**config.mk**
```make
export PLATFORM = sky130hd
export DESIGN_NAME = block_store
export DESIGN_NICKNAME = d
export VERILOG_FILES = /design/src/verilog/block_store.sv
export SDC_FILE = /design/constraint.sdc
export NUM_CORES = 1
export LEC_CHECK = 0
export ABC_AREA = 0
export BUFFER_PORTS_ARGS = -buffer_cell sky130_fd_sc_hd__buf_4
export CORE_ASPECT_RATIO = 1.25
export CORE_MARGIN = 10
export CORE_UTILIZATION = 54
export CTS_CLUSTER_SIZE = 30
export DETAILED_ROUTE_END_ITERATION = 10
export GPL_TIMING_DRIVEN = 0
export PLACE_DENSITY = 0.75
export SLEW_MARGIN = 20
export SYNTH_ARGS = -nofsm -noshare
export SYNTH_HDL_FRONTEND = slang
export SYNTH_SLANG_ARGS = --single-unit
```
**constraint.sdc**
```tcl
create_clock -name clk -period 1.7 [get_ports clk]
set_input_delay 0.34 -clock clk [delete_from_list [all_inputs] [get_ports clk]]
set_output_delay 0.34 -clock clk [all_outputs]
set_load 0.03 [all_outputs]
```
**src/verilog/block_store.sv**
```systemverilog
// Single-write single-read entry store with a registered read port
`timescale 1ns/10ps

module block_store #(
    parameter type entry_t = logic [7:0],
    parameter int  DEPTH   = 16,
    parameter int  ADDR_W  = 4
) (
    input  logic              clk,
    input  logic              rst_n,
    input  logic              wr_en_i,
    input  logic [ADDR_W-1:0] wr_addr_i,
    input  entry_t            wr_data_i,
    input  logic              rd_en_i,
    input  logic [ADDR_W-1:0] rd_addr_i,
    output entry_t            rd_data_o
);

    entry_t mem [DEPTH];

    // Host write port
    always_ff @(posedge clk) begin
        if (wr_en_i) begin
            mem[wr_addr_i] <= wr_data_i;
        end
    end

    // Read data is valid the cycle after rd_en_i and holds until the next read
    always_ff @(posedge clk) begin
        if (rd_en_i) begin
            rd_data_o <= mem[rd_addr_i];
        end
    end

    // Host must leave a slot alone while an engine fetches it
    a_no_wr_rd_collision : assert property (
        @(posedge clk) disable iff (!rst_n)
        !(wr_en_i && rd_en_i && (wr_addr_i == rd_addr_i))
    ) else $error("block_store: write and read to address %0d in one cycle", wr_addr_i);

endmodule

```
==> results.md, run 1 <==
- The total chip power is 0.008372 W.
- The latest clock arrival within the worst-skew pair is 410 ps.
- Once detailed placement completed, the half-perimeter wirelength came to 6099 um.
- The count of final hold-check violations is 0.
- After detailed routing, the number of vias per cell comes to 6.092.
- The final critical delay including setup and external delays is 1614 ps.
- The count of nets left with antenna violations once routing finished came out at 0.
- The cell with the biggest individual delay on the critical path is sky130_fd_sc_hd__mux4_1.
- In this run the tool buffered the top-level ports with 25 buffer cells.
- For this run, the slowest stage of the critical path takes 550 ps.
- The combined buffer and inverter count along the critical path is 0.
- The post-synthesis instance area is 0.005228 mm^2.
- The placed cell count is 380.
- The number of instances resized during post-cts repair is 0.
- The initial antenna violation count is 0.
- After floorplanning, the core was sized to cover 0.009559 mm^2.
- The wire length on met2 is 4994 um.
- The peak fanout along the critical path is 1.
- The worst-case setup slack after placement is -303.8 ps.
- From left edge to right edge, the die measures 108 um.
- The number of levels in the clock H-tree is 4.
- The number of different library cells used by synthesis comes to 18.
- Of the cells placed in the final design, the portion with a size suffix greater than 1 is 0.3042.
- The fraction of synthesized cell area in xor and xnor cells is 0.
- The met3 wirelength from detailed routing is 632 um.
- A synthesized cell averages 22.83 um^2.
- The area of the die is 0.01404 mm^2.
- The post-synthesis compound-gate area fraction is 0.02298.
- The routed via count is 2,510.
- Derived from the worst setup path, the maximum achievable clock frequency is 619.8 MHz.
- The via count of the first global-routing pass is 2,634.
- The iteration count of the initial detailed-routing pass is 5.
- The clock transition at the registers of the reported paths is 60 ps.
- The final setup slack of the worst path is 86.49 ps.
- Of the post-synthesis cell area, the part taken by muxes is 0.1479.
- The total track usage is 0.1570.
- After detailed routing, the number of remaining DRC violations is 0.
- The final critical-path share of the clock period is 0.9491.
- Row generation in the floorplan step produced 40 rows.
- The family with the most delay on the worst path is multiplexers.
- Max-cap violations in this run came to 0.
- The tree is rooted in a sky130_fd_sc_hd__clkbuf_16.
- The leakage power total is 2.105 nW.
- TritonCTS built the clock tree.
- Buffers inserted to repair hold after CTS numbered 0.
- The synthesized instance count is 229.
- The final number of max-transition violations is 0.
- The congestion estimate from routability-driven global placement came to 0.7851.
- The floorplan step set the die height to 130.0 um.
- The tree built by TritonCTS fans out to 136 sinks.
- The starting density of the core is 0.5469.
- After detailed routing, the wire length on met1 is 4192 um.
- The kind of capture point of the worst setup path is a register.
- The first routing iteration left 250 violations.
- STA classifies the critical path startpoint as a register.
- The flow ran to the end, and the final reports show no timing, DRC or antenna violations.
- The worst supply voltage drop on vdd is 0.0008662 V.
- The main combinational cell family by area after synthesis is multiplexers.
- In this run the deepest clock path goes through 2 buffers.
- Setup violations remaining at the end of the flow were counted as 0.
- The post-route clock skew is 5.398 ps.
- The number of flip-flops and latches in the synthesized netlist is 136.
- In this run, CTS created clock tree buffers numbering 17.
- Of the total synthesized cell area, the portion taken by full adders, half adders and majority gates is 0.
- Walking the worst path, the cells encountered are mux4_1 -> a22oi_1 -> nand2_1.
- The fraction of the yosys area taken by sequential cells is 0.7812.
- During I/O placement, the number of pins put on the boundary was 28.
- For the worst setup path, the data required time is 1850 ps.
- The count of cells in the finished layout, fillers not included, comes to 412.
- The first global-routing pass estimated 15,430 um of wire.
- The worst setup path is of the register to register kind.
- Entering global routing, the biggest net connects 17 pins.
- The routed design has 10,180 um of wire.
- For this run the aggregate overflow at the end of global routing stands at 0.
- STA puts the critical path data arrival time at 1760 ps.
- In this run the worst hold path is classified as primary input to register.
- For this design the ratio of total power to cell area is 1335 mW/mm^2.
- Once the clock tree was built, the setup fixing pass inserted 0 buffers.
- The number of antenna diodes in the final layout is 0.
- Headroom to the max-slew limit came out at 0.4448.
- The number of nets in the synthesized netlist is 249.
- The simple-gate share of the synthesized area is 0.03135.
- The top layer reached by signal wires is met4.
- Setup repair after global routing left no endpoint under its margin.
- At the end of the flow, the number of nets in the layout was 293.
- In the final routed layout, each cell accounts on average for 24.70 um.
- The layout overhead on the synthesized area is 20.01%.
- The count of warnings emitted by yosys is 0.
- The transition time of the tightest slew-check pin is 829.7 ps.
-- area by class of cell --
cell class                 count  area (um^2)
fill                         594         3286
multi-input combinational     83         1077
clock buffer                  17        425.4
timing repair buffer          25        187.7
sequential                   136         4084
clock inverter                15        255.2
tap                          126        157.7
buffer                        10        86.33
-- kinds of logic (layout without fill, tap and decap cells) --
| logic type | count (synthesis) | count (layout) |
|---|---|---|
| buf+inv | 10 | 67 |
| mux | 32 | 32 |
| simple gates | 35 | 35 |
| compound gates | 16 | 16 |
| flops | 136 | 136 |
-- metrics by stage --
stage	setup TNS (ps)	hold WS, ps	utilization	cell area (um^2)
after floorplan	0	438.9	-	5233
after global placement	-19090	626.3	0.5835	5578
after detailed placement	-14010	627.1	0.5851	5593
after CTS	0	189.1	0.6563	6274
after global routing	0	194.9	0.6563	6274
final	0	210.4	0.6563	6274
-- per-layer routing --
layer / up-vias / track usage
met3: 20 / 0.04933
met1: 1292 / 0.1886
li1: 1068 / -
met2: 130 / 0.2393
met4: 0 / 0.1039
met5: - / 0
-- synth_stat cells --
master                            number  area [um^2]
sky130_fd_sc_hd__nand3b_1              2        15.01
sky130_fd_sc_hd__nand2b_1              2        12.51
sky130_fd_sc_hd__clkdlybuf4s25_2       3        30.03
sky130_fd_sc_hd__nor3_1                4        20.02
sky130_fd_sc_hd__a22oi_1              16        120.1
sky130_fd_sc_hd__mux4_2               18        405.4
sky130_fd_sc_hd__or3b_2                1        8.760
sky130_fd_sc_hd__and2b_1               1        7.510
sky130_fd_sc_hd__nand2_1               9        33.78
sky130_fd_sc_hd__nor2_1               13        48.80
sky130_fd_sc_hd__buf_2                 3        15.01
sky130_fd_sc_hd__edfxtp_1            136         4084
sky130_fd_sc_hd__and2_1                1        6.260
sky130_fd_sc_hd__buf_6                 3        33.78
sky130_fd_sc_hd__mux4_1               14        367.9
sky130_fd_sc_hd__nand3_1               1        5.000
sky130_fd_sc_hd__buf_4                 1        7.510
sky130_fd_sc_hd__nor2b_1               1        6.260
-- final timing paths --
path,endpoint,cells after the start,slack [ps],startpoint
worst max-delay path,rd_data_o[0],3,90,mem[4][0]
worst min-delay path,rd_data_o[3],1,210,rd_en_i
worst max register to register,rd_data_o[0],3,90,mem[4][0]
worst min register to register,rd_data_o[1],3,760,mem[8][1]
-- flip-flops by register name, summed over array words and instances (netlist names) --
signal / flops
mem: 128
rd_data_o: 8
-- cell usage in the layout, fill, tap and decap left out, types with 4 or more instances in the layout --
master	Yosys	final
sky130_fd_sc_hd__a22oi_1	16	16
sky130_fd_sc_hd__clkbuf_16	0	17
sky130_fd_sc_hd__mux4_1	14	14
sky130_fd_sc_hd__buf_4	1	26
sky130_fd_sc_hd__edfxtp_1	136	136
sky130_fd_sc_hd__bufinv_16	0	7
sky130_fd_sc_hd__mux4_2	18	18
sky130_fd_sc_hd__nor3_2	0	4
sky130_fd_sc_hd__nand2_1	9	9
sky130_fd_sc_hd__nor2_1	13	13
-- report_power, final --
part	switching, W	internal (W)
Combinational	0.000243	0.000167
Clock	0.00129	0.00287
Sequential	0.0000185	0.00378
Total	0.00155	0.00682
No activity file was read; power rests on OpenSTA's default activity.
==> inputs of run 2 (changes only) <==
- BUFFER_PORTS_ARGS: -buffer_cell sky130_fd_sc_hd__buf_4 -> -buffer_cell sky130_fd_sc_hd__buf_2
- CORE_ASPECT_RATIO: 1.25 -> default
- GPL_TIMING_DRIVEN: 0 -> default
==> results.md, run 2 (synthesis results as in run 1) <==
- The total chip power is 0.007661 W (was 0.008372 W).
- The overall routed net length was 10,230 um (was 10,180 um).
- The count of input and output buffers is 26 (was 25).
- The total of hold buffers inserted after clock tree synthesis is 0 (unchanged).
- The count of final setup violators is 0 (unchanged).
- RSZ-0062 raised after global routing: false (unchanged).
- The final net count is 317 (was 293).
- The maximum buffer depth of the clock tree is 2 (unchanged).
- The clock transition at the registers of the reported paths is 60 ps (about the same).
- The aggregate global routing overflow is 0 (unchanged).
- The combined buffer and inverter count along the critical path is 0 (unchanged).
- The reg2reg setup slack is 140 ps (was 90 ps).
- The mean number of vias per cell came to 5.886 (was 6.092).
- The area of the multi-input gates is 0.001062 mm^2 (was 0.001077 mm^2).
- The fmax is 642.9 MHz (was 619.8 MHz).
- The peak fanout along the critical path is 1 (unchanged).
- The type of the most critical hold path is primary input to register (unchanged).
- The die width was 118.4 um (was 108 um).
- The final critical delay including setup and external delays was 1556 ps (was 1614 ps).
- The area after detailed placement is 0.005723 mm^2 (was 0.005593 mm^2).
- The share of the core filled with cells in the final layout is 0.6736 (was 0.6563).
- Top library cells by usage in the layout, fill and taps aside: sky130_fd_sc_hd__edfxtp_1, sky130_fd_sc_hd__buf_4, sky130_fd_sc_hd__buf_2 (was sky130_fd_sc_hd__edfxtp_1, sky130_fd_sc_hd__buf_4, sky130_fd_sc_hd__mux4_2).
- The family with the most delay on the worst path is multiplexers (unchanged).
- The fraction of layout cells with a size suffix above 1 is 0.3355 (was 0.3042).
- The required arrival time at the worst endpoint is 1950 ps (was 1850 ps).
- The final critical-path share of the clock period is 0.9150 (was 0.9491).
- The cell with the biggest individual delay on the critical path is sky130_fd_sc_hd__mux4_1 (unchanged).
- The final number of max-transition violations is 0 (unchanged).
- The latest clock arrival within the worst-skew pair was 510 ps (was 410 ps).
- The TritonCTS clock tree was built (unchanged).
- The iteration count of the initial detailed-routing pass is 5 (unchanged).
- The detailed placer's ending HPWL came to 6481 um (was 6099 um).
- Registers with the most flip-flops: mem: 128 flops, rd_data_o: 8 flops (unchanged).
- The data arrival time of the worst path came to 1810 ps (was 1760 ps).
- The floorplan row count is 35 (was 40).
- The starting density of the core was 0.5604 (was 0.5469).
- The max-cap violation count is 0 (unchanged).
- The post-route clock skew is 4.985 ps (was 5.398 ps).
- The commonest non-fill, non-tap cell in the layout is sky130_fd_sc_hd__edfxtp_1 (unchanged).
- The storage element area was 0.004084 mm^2 (unchanged).
- The first-pass GRT wire length is 16,080 um (was 15,430 um).
- The total track usage is 0.1545 (was 0.1570).
- The number of instances resized during post-cts repair is 0 (unchanged).
- The count of final hold-check violations is 0 (unchanged).
- The biggest cell delay along the critical path is 500 ps (was 550 ps).
- The startpoint-to-endpoint class of the critical path is register to register (unchanged).
- Cell Chain, Critical Path: mux4_1 -> a22oi_1 -> nand2_1 (unchanged).
- The via count of the first global-routing pass is 2,726 (was 2,634).
- The leakage power total is 2.165 nW (was 2.105 nW).
- The flip-flop count of the largest register, all copies and words added came to 128 (unchanged).
- The clock tree root driver cell is sky130_fd_sc_hd__clkbuf_8 (was sky130_fd_sc_hd__clkbuf_16).
- The number of levels in the clock H-tree came to 4 (unchanged).
- The antenna violation net count after detailed routing is 0 (unchanged).
- The normalized max-slew margin came to 0.4745 (was 0.4448).
- The layout overhead on the synthesized area is 20.20% (was 20.01%).
- The transition time of the tightest slew-check pin was 785.3 ps (was 829.7 ps).
- The routed via count is 2,584 (was 2,510).
- The number of antenna repair diodes is 0 (unchanged).
- The critical path launch point type is a register (unchanged).
- The final weighted congestion in routability-driven placement is 0.7476 (was 0.7851).
- The initial antenna violation count is 0 (unchanged).
- The kind of capture point of the worst setup path is a register (unchanged).
- The filler cell count is 589 (was 594).
- The core area is 0.009328 mm^2 (was 0.009559 mm^2).
- The post-CTS setup repair buffer count is 0 (unchanged).
- The average routed wire per standard cell is 23.29 um (was 24.70 um).
- The largest net degree at the start of global routing came to 22 (was 17).
- The overall die height was 118.4 um (was 130.0 um).
- The area of the die is 0.01402 mm^2 (was 0.01404 mm^2).
- The DRC violations left is 0 (unchanged).
- The final hold slack is 163.3 ps (was 210.4 ps).
- Run status: complete, no violations (unchanged).
- The number of primary I/O pins is 28 (unchanged).
- The largest register by flop count is mem (unchanged).
- The starting DRC count in detailed routing was 217 (was 250).
- The TritonCTS buffer count is 17 (unchanged).
- The power per cell area came to 1219 mW/mm^2 (was 1335 mW/mm^2).
- The worst supply voltage drop on vdd is 0.0006904 V (was 0.0008662 V).
- The finished layout cell area is 0.006284 mm^2 (was 0.006274 mm^2).
- The total clock sinks was 136 (unchanged).
==> run 2: changes by cell type in the layout (fill, tap and decap cells not counted), moves of 3 or more <==
cell,change
sky130_fd_sc_hd__buf_2,+23
sky130_fd_sc_hd__clkbuf_1,+5
sky130_fd_sc_hd__buf_4,+4
sky130_fd_sc_hd__bufinv_16,-4
sky130_fd_sc_hd__buf_12,+3
sky130_fd_sc_hd__buf_6,-3
sky130_fd_sc_hd__clkdlybuf4s25_2,-3
sky130_fd_sc_hd__nor3_1,+3
sky130_fd_sc_hd__nor3_2,-3
==> run 2: layer usage <==
| layer | GRT usage | vias to the layer above | share of wire |
|---|---|---|---|
| met1 | 0.2048 | 1330 | 0.42 |
| met5 | 0 | - | 0 |
| met4 | 0.06641 | 0 | 0.014 |
| li1 | - | 1118 | - |
| met2 | 0.2375 | 122 | 0.49 |
| met3 | 0.04046 | 14 | 0.074 |
==> run 2: area by class of cell <==
type                    instances  area share
flip-flops and latches        136      0.6499
repair buffers                 59     0.06611
clock inverters                10     0.02031
well taps                     129     0.02569
clock buffers                  22     0.06890
multi-input cells              83      0.1691
==> run 2: power breakdown <==
group,internal (W),leakage [nW],switching (W)
Sequential,0.00378,1.24,0.0000180
Combinational,0.000164,0.661,0.000232
Clock,0.00221,0.268,0.00126
Total,0.00616,2.16,0.00151
==> run 2: worst paths after layout <==
check	endpoint	from	depth (start not counted)
min	rd_data_o[3]	rd_en_i	1
min reg2reg	rd_data_o[2]	mem[14][2]	3
max reg2reg	rd_data_o[5]	mem[3][5]	3
max	rd_data_o[5]	mem[3][5]	3
==> run 2: metrics by stage <==
step,TNS [ps],cells,setup slack (ps)
floorplan,0,229,77.59
global placement,-1184,407,-191.9
detailed placement,-1399,407,-207.1
CTS,0,439,160.8
global route,0,439,76.97
finish,0,439,144.5
