**config.mk**
```make
export PLATFORM = sky130hd
export DESIGN_NAME = store_arbiter
export DESIGN_NICKNAME = d
export VERILOG_FILES = /design/src/verilog/cost_pkg.sv /design/src/verilog/store_arbiter.sv
export SDC_FILE = /design/constraint.sdc
export NUM_CORES = 1
export LEC_CHECK = 0
export BUFFER_PORTS_ARGS = -buffer_cell sky130_fd_sc_hd__buf_2
export CAP_MARGIN = 20
export CORE_AREA = 8 8 45 47
export DETAILED_ROUTE_END_ITERATION = 8
export DIE_AREA = 0 0 53 55
export PLACE_DENSITY = 0.49
export SYNTH_ARGS = -nofsm -noshare
export SYNTH_HDL_FRONTEND = slang
export SYNTH_SLANG_ARGS = --single-unit
```
**constraint.sdc**
```tcl
create_clock -name clk -period 1.3 [get_ports clk]
set_input_delay 0.26 -clock clk [delete_from_list [all_inputs] [get_ports clk]]
set_output_delay 0.26 -clock clk [all_outputs]
set_load 0.005 [all_outputs]
```
**src/verilog/cost_pkg.sv**
```systemverilog
// Cost cluster package with block geometry, store sizes and payload types
package cost_pkg;

    // ------------------------------------------------------------------
    // Block geometry and sample widths
    // ------------------------------------------------------------------
    localparam int BLOCK_SIZE  = 4;
    localparam int NUM_SAMPLES = BLOCK_SIZE * BLOCK_SIZE;
    localparam int SAMPLE_W    = 8;
    localparam int WEIGHT_W    = 16;
    localparam int COST_W      = 32;

    // Two butterfly passes add four bits and the sign needs one more
    localparam int TRANSFORM_W = SAMPLE_W + 5;

    // ------------------------------------------------------------------
    // Store sizes
    // ------------------------------------------------------------------
    localparam int BLK_ADDR_W  = 4;
    localparam int WSET_ADDR_W = 2;
    localparam int BLK_DEPTH   = 1 << BLK_ADDR_W;
    localparam int WSET_DEPTH  = 1 << WSET_ADDR_W;

    localparam int NUM_ENGINES = 2;

    // ------------------------------------------------------------------
    // Payloads
    // ------------------------------------------------------------------
    // Sample 0 in the lowest byte, row-major
    typedef logic [NUM_SAMPLES*SAMPLE_W-1:0] sample_block_t;

    // Weight 0 in the lowest 16 bits, each weight signed
    typedef logic [NUM_SAMPLES*WEIGHT_W-1:0] weight_set_t;

endpackage

```
**src/verilog/store_arbiter.sv**
```systemverilog
// Round-robin arbiter that hands the shared store read port to one engine
`timescale 1ns/10ps

module store_arbiter
    import cost_pkg::*;
(
    input  logic                   clk,
    input  logic                   rst_n,
    input  logic [NUM_ENGINES-1:0] req_i,
    input  logic [BLK_ADDR_W-1:0]  blk_addr0_i,
    input  logic [BLK_ADDR_W-1:0]  blk_addr1_i,
    input  logic [WSET_ADDR_W-1:0] wset0_i,
    input  logic [WSET_ADDR_W-1:0] wset1_i,
    output logic [NUM_ENGINES-1:0] grant_o,
    output logic                   rd_en_o,
    output logic [BLK_ADDR_W-1:0]  blk_rd_addr_o,
    output logic [WSET_ADDR_W-1:0] w_rd_addr_o
);

    // Engine that won the last grant
    logic last_q;

    // ------------------------------------------------------------------
    // Grant selection
    // ------------------------------------------------------------------
    always_comb begin
        grant_o = '0;
        if (req_i[0] && req_i[1]) begin
            // Contested, so the engine that did not win last time goes first
            if (last_q) begin
                grant_o[0] = 1'b1;
            end else begin
                grant_o[1] = 1'b1;
            end
        end else if (req_i[0]) begin
            grant_o[0] = 1'b1;
        end else if (req_i[1]) begin
            grant_o[1] = 1'b1;
        end
    end

    // Reset value favours engine 0 on the first contest
    always_ff @(posedge clk or negedge rst_n) begin
        if (!rst_n) begin
            last_q <= 1'b1;
        end else if (|grant_o) begin
            last_q <= grant_o[1];
        end
    end

    // ------------------------------------------------------------------
    // Shared read port
    // ------------------------------------------------------------------
    assign rd_en_o = |grant_o;

    always_comb begin
        if (grant_o[1]) begin
            blk_rd_addr_o = blk_addr1_i;
            w_rd_addr_o   = wset1_i;
        end else begin
            blk_rd_addr_o = blk_addr0_i;
            w_rd_addr_o   = wset0_i;
        end
    end

    a_grant_onehot0 : assert property (
        @(posedge clk) disable iff (!rst_n)
        $onehot0(grant_o)
    ) else $error("store_arbiter: more than one grant, grant_o = %b", grant_o);

endmodule

```
==> run summary, run 1 <==
STA
---------------------------------------------------------------------------------
Worst setup margin                                                     -0.0832 ns
Min Tclk post-route                                                       1.38 ns
Number of hold violations in the final report                                   0
Worst max-slew margin expressed relative to the limit                       79.1%
Slew Viols, Final                                                               0
Worst clock skew on the final layout                                         0 ns
Final setup violation count                                                     6
Final TNS setup                                                         -0.478 ns
Timing-limited maximum frequency                                        0.723 GHz
Part of the cycle the worst path needs                                       106%
Setup repair after global routing missed its margin                           yes
Pin slew with the least headroom to its limit                            0.312 ns

CLOCKING
---------------------------------------------------------------------------------
Total setup buffers inserted after CTS                                          0
Clock latency reported for the late side of the worst-skew pair              0 ns
Clk pin slew, worst setup/hold paths                                         0 ns
CTS Hold Buffers Added                                                          0

FLOORPLAN
---------------------------------------------------------------------------------
Die outline height                                                          55 µm
CORE AREA                                                             0.00138 mm²
Initial cell density of the core                                            10.0%
# IOs                                                                          25
Die boundary width                                                          53 µm
Cell row count                                                                 14
Die ar.                                                               0.00292 mm²

PWR
---------------------------------------------------------------------------------
Leakage power total                                                   0.000207 µW
Total power divided by cell area                                       530 mW/mm²
Peak supply drop                                                           161 µV
Final total power                                                          200 µW

CELLS AND AREA
---------------------------------------------------------------------------------
Final #Nets                                                                    58
Max FFs per register                                                            1
Count of inserted antenna diode cells                                           0
Register with the most flip-flops                                          last_q
Regs by FF count                                                     last_q: 1 flops
Filler Cells Inserted                                                         154
Cell area after layout                                                    378 µm²
Proportion of layout cells with a drive suffix above 1                      90.0%
Count of non-filler cells in the finished layout                               56
Storage element area                                                     26.3 µm²
End-of-flow core utilization                                                27.3%
Area of combinational cells with multiple inputs                          131 µm²
Syn-to-layout area delta                                                     172%

SETUP PATH
---------------------------------------------------------------------------------
Register-to-register setup slack                                          0.43 ns
Path depth of the worst reg2reg path                                            3
Start-to-end type of the worst setup path                            primary input to output port
Startpoint of the lowest-slack register-to-register path                   last_q
Critical path capture point type                                      output port
Destination of the worst register-to-register timing path                  last_q
Data required, critical path                                              1.04 ns
Maximum fanout along the worst path                                             7
Nature of the critical path startpoint                               primary input
Critical path data arrival time                                           1.12 ns

DRT
---------------------------------------------------------------------------------
Via total after detailed routing                                              214
Detailed-route wire length                                                 888 µm
First-pass DRT Iterations                                                       4
DR DRC count                                                                    0
Antenna Nets Post-Route                                                         0
Via-to-Cell Ratio                                                            3.82
Iter 0 DRT Violations                                                           3
Detail-routed net length per standard cell                                15.9 µm

LOGIC SYNTHESIS
---------------------------------------------------------------------------------
Share of flip-flops with an asynchronous set or reset                        100%
Library cell with the largest summed area after synthesis                  mux2_2
Most area-consuming cells after synthesis                            mux2_2 49%, dfstp_2 19%, a21boi_4 14%
Portion of synthesized cell area occupied by the leading cell type          48.6%
Cell area after technology mapping                                        139 µm²
Average size of a mapped cell                                            10.7 µm²
Prevailing post-synth register cell                                       dfstp_2
Synth warn                                                                      0
Mapped Nets                                                                    29
Number of enable-type register cells in the synthesized netlist                 0
Number of distinct library cells after synthesis                                8
Number of standard cells after synthesis                                       13
Number of synthesized register bits                                             1
Share of the yosys chip area belonging to registers                         18.9%
Leading cell type by number of instances after synthesis                   mux2_2

WORST HOLD PATH
---------------------------------------------------------------------------------
Type of the most critical hold path                                  primary input to asynchronous set/reset pin

PLACE
---------------------------------------------------------------------------------
Count of placed standard cells including taps                                  56
HPWL after detailed placement                                              749 µm
Cell Area, Placed                                                         302 µm²
Gp weighted congestion                                                      0.840
Port Buf Inserts                                                               24

GLOBAL ROUTING
---------------------------------------------------------------------------------
Largest net degree at the start of global routing                               8
Overall Global Routing Usage                                                6.27%
Antenna violations before repair                                                0
Wire length of the first global-routing pass                              1390 µm
Gr ovfl total                                                                   0
Vias in the first global route                                                256

OUTCOME
---------------------------------------------------------------------------------
Violations in the final reports                                      negative setup slack
Outcome                                                              finished, violations left

JOB
---------------------------------------------------------------------------------
Max-cap violation count                                                         0

## where the power goes
| group | leakage, µW | internal (µW) | switching (µW) | total (µW) |
|---|---|---|---|---|
| Combinational | 0.000197 | 103 | 53.3 | 156 |
| Clock | 0 | 0 | 0 | 0 |
| Sequential | 0.0000105 | 39.9 | 4.70 | 44.6 |
| Total | 0.000207 | 142 | 58.0 | 200 |
## cell families (layout without fill, tap and decap cells)
group / after synthesis / after routing / synth area share (%)
AO/OA/AOI/OAI: 3 / 3 / 22.5
buffers and inverters: 1 / 28 / 2.70
multiplexers: 6 / 6 / 48.6
flip-flops: 1 / 1 / 18.9
AND/OR/NAND/NOR: 2 / 2 / 7.21
## timing repair
action / 4_1_cts / 5_1_grt
resized for setup: 15 / 1
setup endpoints to repair: 6 / 6
endpoints found under the hold margin: 0 / 0
pin swaps: 1 / 0
## per-layer routing
metal | part of all wire, % | track usage [%] | vias to the layer above
li1 | - | - | 102
met1 | 41 | 7.72 | 87
met2 | 22 | 6.64 | 25
met3 | 37 | 8.02 | 0
met4 | 0 | 0 | 0
met5 | 0 | 0 | -
## placed cells by master (no fill, tap or decap)
cell      instances
a21boi_0          1
inv_1             1
mux2_4            6
buf_6             7
or2_2             1
buf_4             3
a21boi_4          1
buf_8             1
dfstp_2           1
buf_2            16
nor2_1            1
a21oi_1           1
## through the flow
| stage | hold WS (ns) | setup WS [ns] |
|---|---|---|
| 2_1_floorplan | 0.112 | 0.0661 |
| 3_3_place_gp | 0.206 | -0.0921 |
| 3_5_place_dp | 0.205 | -0.0853 |
| 4_1_cts | 0.205 | -0.0841 |
| 5_1_grt | 0.207 | -0.116 |
| 6_report | 0.204 | -0.0832 |
## layout make-up
cell class	count	share of cell area, %
Tap cell	16	5.30
Inverter	1	0.993
Sequential cell	1	6.95
Multi-Input combinational cell	11	34.8
Timing Repair Buffer	27	52.0
## worst max path at each step
stage	start	end	slack, ns	cells past startpoint
5_1_grt	req_i[0]	blk_rd_addr_o[1]	-0.12	4
4_1_cts	req_i[0]	blk_rd_addr_o[2]	-0.08	4
3_3_place_gp	req_i[1]	blk_rd_addr_o[1]	-0.09	4
2_1_floorplan	last_q	blk_rd_addr_o[0]	0.07	2
3_5_place_dp	req_i[1]	blk_rd_addr_o[2]	-0.09	4
6_report	req_i[0]	blk_rd_addr_o[1]	-0.08	4
## critical path, stage by stage
cell,delay [ns]
buf_8,0.10
a21boi_4,0.30
mux2_4,0.34
buf_6,0.12
Power figures use the tool's default switching activity.
==> run 2: changes to the inputs <==
==> constraint.sdc (replaced) <==
create_clock -name clk -period 1.3 [get_ports clk]
set_input_delay 0.26 -clock clk [delete_from_list [all_inputs] [get_ports clk]]
set_output_delay 0.26 -clock clk [all_outputs]
set_load 0.02 [all_outputs]
==> run summary, run 2 (synthesized netlist as in run 1, its figures left out) <==
STA
------------------------------------------------------------------------------
Pin slew with the least headroom to its limit                         0.311 ns   -0.00146 ns
Part of the cycle the worst path needs                                    108%   +1.3 points
Number of hold violations in the final report                                0   unchanged
Worst max-slew margin expressed relative to the limit                    79.2%   +0.098 points
Final TNS setup                                                      -0.567 ns   -0.0895 ns
Setup repair after global routing missed its margin                        yes
Min Tclk post-route                                                    1.40 ns   +0.0163 ns
Timing-limited maximum frequency                                     0.715 GHz   -1.2%
Worst hold slack after final layout                                   0.201 ns   -0.00337 ns
Worst clock skew on the final layout                                      0 ns   unchanged
Slew Viols, Final                                                            0   unchanged
Final setup violation count                                                  6   unchanged
Worst setup margin                                                  -0.0996 ns   -0.0163 ns

FLOORPLAN
------------------------------------------------------------------------------
Die boundary width                                                       53 µm   unchanged
Cell row count                                                              14   unchanged
CORE AREA                                                          0.00138 mm²   unchanged
Initial cell density of the core                                         10.0%   unchanged
Die ar.                                                            0.00292 mm²   unchanged
# IOs                                                                       25   unchanged
Die outline height                                                       55 µm   unchanged

PWR
------------------------------------------------------------------------------
Total net switching power                                              85.9 µW   +48%
Design internal power                                                   144 µW   +1.4%
Sequential cell fraction of total power                                  19.3%   -2.9 points
Switching part of the total power                                        37.3%   +8.4 points
Portion of total power attributed to the clock network                      0%   unchanged
Leakage power total                                                0.000208 µW   +0.27%
Final total power                                                       230 µW   +15%
Peak supply drop                                                        220 µV   +37%
Gate power share                                                         80.7%   +2.9 points
Total power divided by cell area                                    609 mW/mm²   +15%

WORST HOLD PATH
------------------------------------------------------------------------------
Type of the most critical hold path                               primary input to asynchronous set/reset pin

JOB
------------------------------------------------------------------------------
Max-cap violation count                                                      0   unchanged

DRT
------------------------------------------------------------------------------
Via total after detailed routing                                           207   -3.3%
Detailed-route wire length                                              879 µm   -1.0%
Detail-routed net length per standard cell                             15.7 µm   -1.0%
Antenna Nets Post-Route                                                      0   unchanged
First-pass DRT Iterations                                                    1   -3
DR DRC count                                                                 0   unchanged
Via-to-Cell Ratio                                                         3.70   -3.3%
Iter 0 DRT Violations                                                        0   -3

CELLS AND AREA
------------------------------------------------------------------------------
End-of-flow core utilization                                             27.3%   unchanged
Max FFs per register                                                         1   unchanged
Regs by FF count                                                  last_q: 1 flops
Proportion of layout cells with a drive suffix above 1                   90.0%   unchanged
Register with the most flip-flops                                       last_q
Final #Nets                                                                 58   unchanged
Top library cells by usage in the layout, fill and taps aside     16 x buf_2, 7 x buf_6, 6 x mux2_4
Most common library cell in the layout ignoring fill and taps            buf_2
Count of non-filler cells in the finished layout                            56   unchanged
Syn-to-layout area delta                                                  172%   unchanged
Count of inserted antenna diode cells                                        0   unchanged

SETUP PATH
------------------------------------------------------------------------------
Data required, critical path                                           1.04 ns   about the same
Sequence of cells on the critical path                            buf_8 > a21boi_4 > mux2_4 > buf_6
Critical path capture point type                                   output port
Nature of the critical path startpoint                            primary input
Maximum fanout along the worst path                                          7   unchanged
Critical-path top delay cell                                            mux2_4
Worst path max stage delay                                             0.35 ns   about the same
Critical path data arrival time                                        1.14 ns   +0.02 ns
Start-to-end type of the worst setup path                         primary input to output port

PLACE
------------------------------------------------------------------------------
HPWL after detailed placement                                           741 µm   -1.0%
Count of placed standard cells including taps                               56   unchanged
Port Buf Inserts                                                            24   unchanged
Gp weighted congestion                                                   0.748   -11%

GLOBAL ROUTING
------------------------------------------------------------------------------
Gr ovfl total                                                                0   unchanged
Wire length of the first global-routing pass                           1350 µm   -3.4%
Antenna violations before repair                                             0   unchanged
Vias in the first global route                                             237   -7.4%
Largest net degree at the start of global routing                            8   unchanged
Overall Global Routing Usage                                             6.17%   -0.11 points

CLOCKING
------------------------------------------------------------------------------
CTS Hold Buffers Added                                                       0   unchanged
Clock latency reported for the late side of the worst-skew pair           0 ns   unchanged
Total setup buffers inserted after CTS                                       0   unchanged
Clk pin slew, worst setup/hold paths                                      0 ns   unchanged

OUTCOME
------------------------------------------------------------------------------
Violations in the final reports                                   negative setup slack
Outcome                                                           finished, violations left

-- run 2: cell types whose count changed in the layout (fill, tap and decap cells not counted) --
cell / before / now
a21boi_1: 0 / 1
a21boi_0: 1 / 0
-- run 2: layout make-up --
class                   count  area, µm²
well taps                  16       20.0
inverters                   1       3.75
fillers                   163       1010
repair buffers             27        196
flip-flops and latches      1       26.3
multi-input cells          11        131
-- run 2: timing repair --
item | CTS | global route
pin swaps | 1 | 1
resized for setup | 21 | 1
endpoints found under the setup margin | 6 | 6
-- run 2: worst max-delay path, delay by kind of cell --
kind	cells	cell delay, ns
multiplexers	1	0.35
AO/OA/AOI/OAI	1	0.30
buffers and inverters	2	0.23
-- run 2: per-layer routing --
layer / track usage, % / vias to the layer above / wire, µm
li1: - / 101 / -
met1: 8.33 / 82 / 356
met2: 6.25 / 24 / 233
met3: 6.95 / 0 / 290
met4: 0 / 0 / 0
met5: 0 / - / 0
-- run 2: path summary, 6_finish.rpt --
| check | from | to | slack [ns] | cells after the start |
|---|---|---|---|---|
| setup / recovery | req_i[0] | w_rd_addr_o[1] | -0.1 | 4 |
| hold / removal | rst_n | last_q | 0.20 | 1 |
| setup reg to reg | last_q | last_q | 0.43 | 3 |
| hold reg to reg | last_q | last_q | 0.63 | 3 |
| max in group asynchronous | rst_n | last_q | 1.08 | 1 |
| min in group clk | req_i[0] | last_q | 0.51 | 3 |
-- run 2: metrics by stage --
step | instance area [µm²] | setup WS, ns
after floorplan | 139 | -0.0537
after global placement | 302 | -0.109
after detailed placement | 302 | -0.135
after CTS | 374 | -0.106
after global routing | 378 | -0.135
final | 378 | -0.0996
-- run 2: power by group through the flow --
stage | Clock (µW) | Sequential (µW) | Combinational [µW]
3_5_place_dp | 0 | 44.5 | 142
4_1_cts | 0 | 44.8 | 187
6_report | 0 | 44.4 | 186
3_3_place_gp | 0 | 44.9 | 142
2_1_floorplan | 0 | 45.8 | 73.5
5_1_grt | 0 | 45.0 | 201
==> run 3: changes to the inputs <==
--- a/config.mk
+++ b/config.mk
@@ -10,7 +10,7 @@
 export CORE_AREA = 8 8 45 47
 export DETAILED_ROUTE_END_ITERATION = 8
 export DIE_AREA = 0 0 53 55
-export PLACE_DENSITY = 0.49
+export PLACE_DENSITY = 0.39
 export SYNTH_ARGS = -nofsm -noshare
 export SYNTH_HDL_FRONTEND = slang
 export SYNTH_SLANG_ARGS = --single-unit
==> run summary, run 3 (synthesized netlist as in run 1, its figures left out) <==
STA
------------------------------------------------------------------------------
Worst max-slew margin expressed relative to the limit                    78.9%   -0.29 points
Worst setup margin                                                   -0.107 ns   -0.00748 ns
Worst clock skew on the final layout                                      0 ns   unchanged
Final setup violation count                                                  6   unchanged
Setup repair after global routing missed its margin                        yes
Part of the cycle the worst path needs                                    108%   +0.58 points
Min Tclk post-route                                                    1.41 ns   +0.00748 ns
Slew Viols, Final                                                            0   unchanged
Worst hold slack after final layout                                   0.202 ns   +0.00110 ns
Pin slew with the least headroom to its limit                         0.315 ns   +0.00430 ns
Timing-limited maximum frequency                                     0.711 GHz   -0.53%
Number of hold violations in the final report                                0   unchanged
Final TNS setup                                                      -0.594 ns   -0.0272 ns

PWR
------------------------------------------------------------------------------
Leakage power total                                                0.000206 µW   -0.66%
Peak supply drop                                                        231 µV   +4.9%
Total power divided by cell area                                    614 mW/mm²   +0.82%

OUTCOME
------------------------------------------------------------------------------
Violations in the final reports                                   negative setup slack
Outcome                                                           finished, violations left

DRT
------------------------------------------------------------------------------
Via-to-Cell Ratio                                                         3.66   -0.97%
DR DRC count                                                                 0   unchanged
First-pass DRT Iterations                                                    2   +1
Via total after detailed routing                                           205   -0.97%
Detailed-route wire length                                              859 µm   -2.3%
Iter 0 DRT Violations                                                        3   +3
Antenna Nets Post-Route                                                      0   unchanged
Detail-routed net length per standard cell                             15.3 µm   -2.3%

PLACE
------------------------------------------------------------------------------
HPWL after detailed placement                                           744 µm   +0.43%
Gp weighted congestion                                                   0.775   +3.7%
Count of placed standard cells including taps                               56   unchanged
Port Buf Inserts                                                            24   unchanged

SETUP PATH
------------------------------------------------------------------------------
Maximum fanout along the worst path                                          7   unchanged
Critical path data arrival time                                        1.15 ns   about the same
Critical path capture point type                                   output port
Data required, critical path                                           1.04 ns   about the same
Start-to-end type of the worst setup path                         primary input to output port
Nature of the critical path startpoint                            primary input

CELLS AND AREA
------------------------------------------------------------------------------
Register with the most flip-flops                                       last_q
Syn-to-layout area delta                                                  169%
Max FFs per register                                                         1   unchanged
Final #Nets                                                                 58   unchanged
Most common library cell in the layout ignoring fill and taps            buf_2
Top library cells by usage in the layout, fill and taps aside     16 x buf_2, 8 x buf_6, 6 x mux2_4
Count of inserted antenna diode cells                                        0   unchanged
Count of non-filler cells in the finished layout                            56   unchanged
Proportion of layout cells with a drive suffix above 1                   90.0%   unchanged
Regs by FF count                                                  last_q: 1 flops

GLOBAL ROUTING
------------------------------------------------------------------------------
Antenna violations before repair                                             0   unchanged
Overall Global Routing Usage                                             5.73%   -0.44 points
Vias in the first global route                                             215   -9.3%
Largest net degree at the start of global routing                            8   unchanged
Gr ovfl total                                                                0   unchanged
Wire length of the first global-routing pass                           1270 µm   -5.7%

CLOCKING
------------------------------------------------------------------------------
CTS Hold Buffers Added                                                       0   unchanged
Clk pin slew, worst setup/hold paths                                      0 ns   unchanged
Clock latency reported for the late side of the worst-skew pair           0 ns   unchanged

FLOORPLAN
------------------------------------------------------------------------------
Die boundary width                                                       53 µm   unchanged
Die outline height                                                       55 µm   unchanged
CORE AREA                                                          0.00138 mm²   unchanged
Initial cell density of the core                                         10.0%   unchanged
Cell row count                                                              14   unchanged
# IOs                                                                       25   unchanged
Die ar.                                                            0.00292 mm²   unchanged

JOB
------------------------------------------------------------------------------
Max-cap violation count                                                      0   unchanged

WORST HOLD PATH
------------------------------------------------------------------------------
Type of the most critical hold path                               primary input to asynchronous set/reset pin

-- run 3: timing repair --
action / in CTS / in global routing
setup buffers: 1 / 0
resized for setup: 20 / 0
endpoints found under the setup margin: 6 / 6
pin swaps: 1 / 1
-- run 3: layout make-up --
| cell class | count | area [µm²] |
|---|---|---|
| fill | 156 | 1010 |
| timing repair buffer | 27 | 193 |
| multi-input combinational | 11 | 131 |
| sequential | 1 | 26.3 |
| tap | 16 | 20.0 |
| inverter | 1 | 3.75 |
-- run 3: critical path: stages --
cell and delay [ns]:
buf_6 0.10, a21boi_4 0.30, mux2_4 0.35, buf_6 0.13
-- run 3: where the power goes --
group / switching, µW / total, µW / internal (µW)
Combinational: 81.9 / 185 / 103
Clock: 0 / 0 / 0
Sequential: 4.68 / 44.6 / 39.9
Total: 86.6 / 230 / 143
-- run 3: metrics by stage --
stage	power, µW	area, µm²	setup WS (ns)	utilization [%]
6_report	230	374	-0.107	27.0
3_3_place_gp	187	302	-0.120	21.8
2_1_floorplan	119	139	-0.0537	-
3_5_place_dp	186	302	-0.135	21.8
5_1_grt	242	374	-0.124	27.0
4_1_cts	231	374	-0.112	27.0
-- run 3: worst paths after layout --
kind	startpoint	to	slack [ns]	cells past startpoint
setup / recovery	req_i[0]	w_rd_addr_o[1]	-0.11	4
hold / removal	rst_n	last_q	0.20	1
setup reg to reg	last_q	last_q	0.42	3
hold reg to reg	last_q	last_q	0.64	3
max in group asynchronous	rst_n	last_q	1.08	1
min in group clk	req_i[0]	last_q	0.51	3
-- run 3: metal layers --
metal | vias to the layer above | track usage (%) | wire, µm
li1 | 102 | - | -
met1 | 79 | 8.03 | 403
met2 | 24 | 5.86 | 184
met3 | 0 | 5.88 | 271
met4 | 0 | 0 | 0
met5 | - | 0 | 0
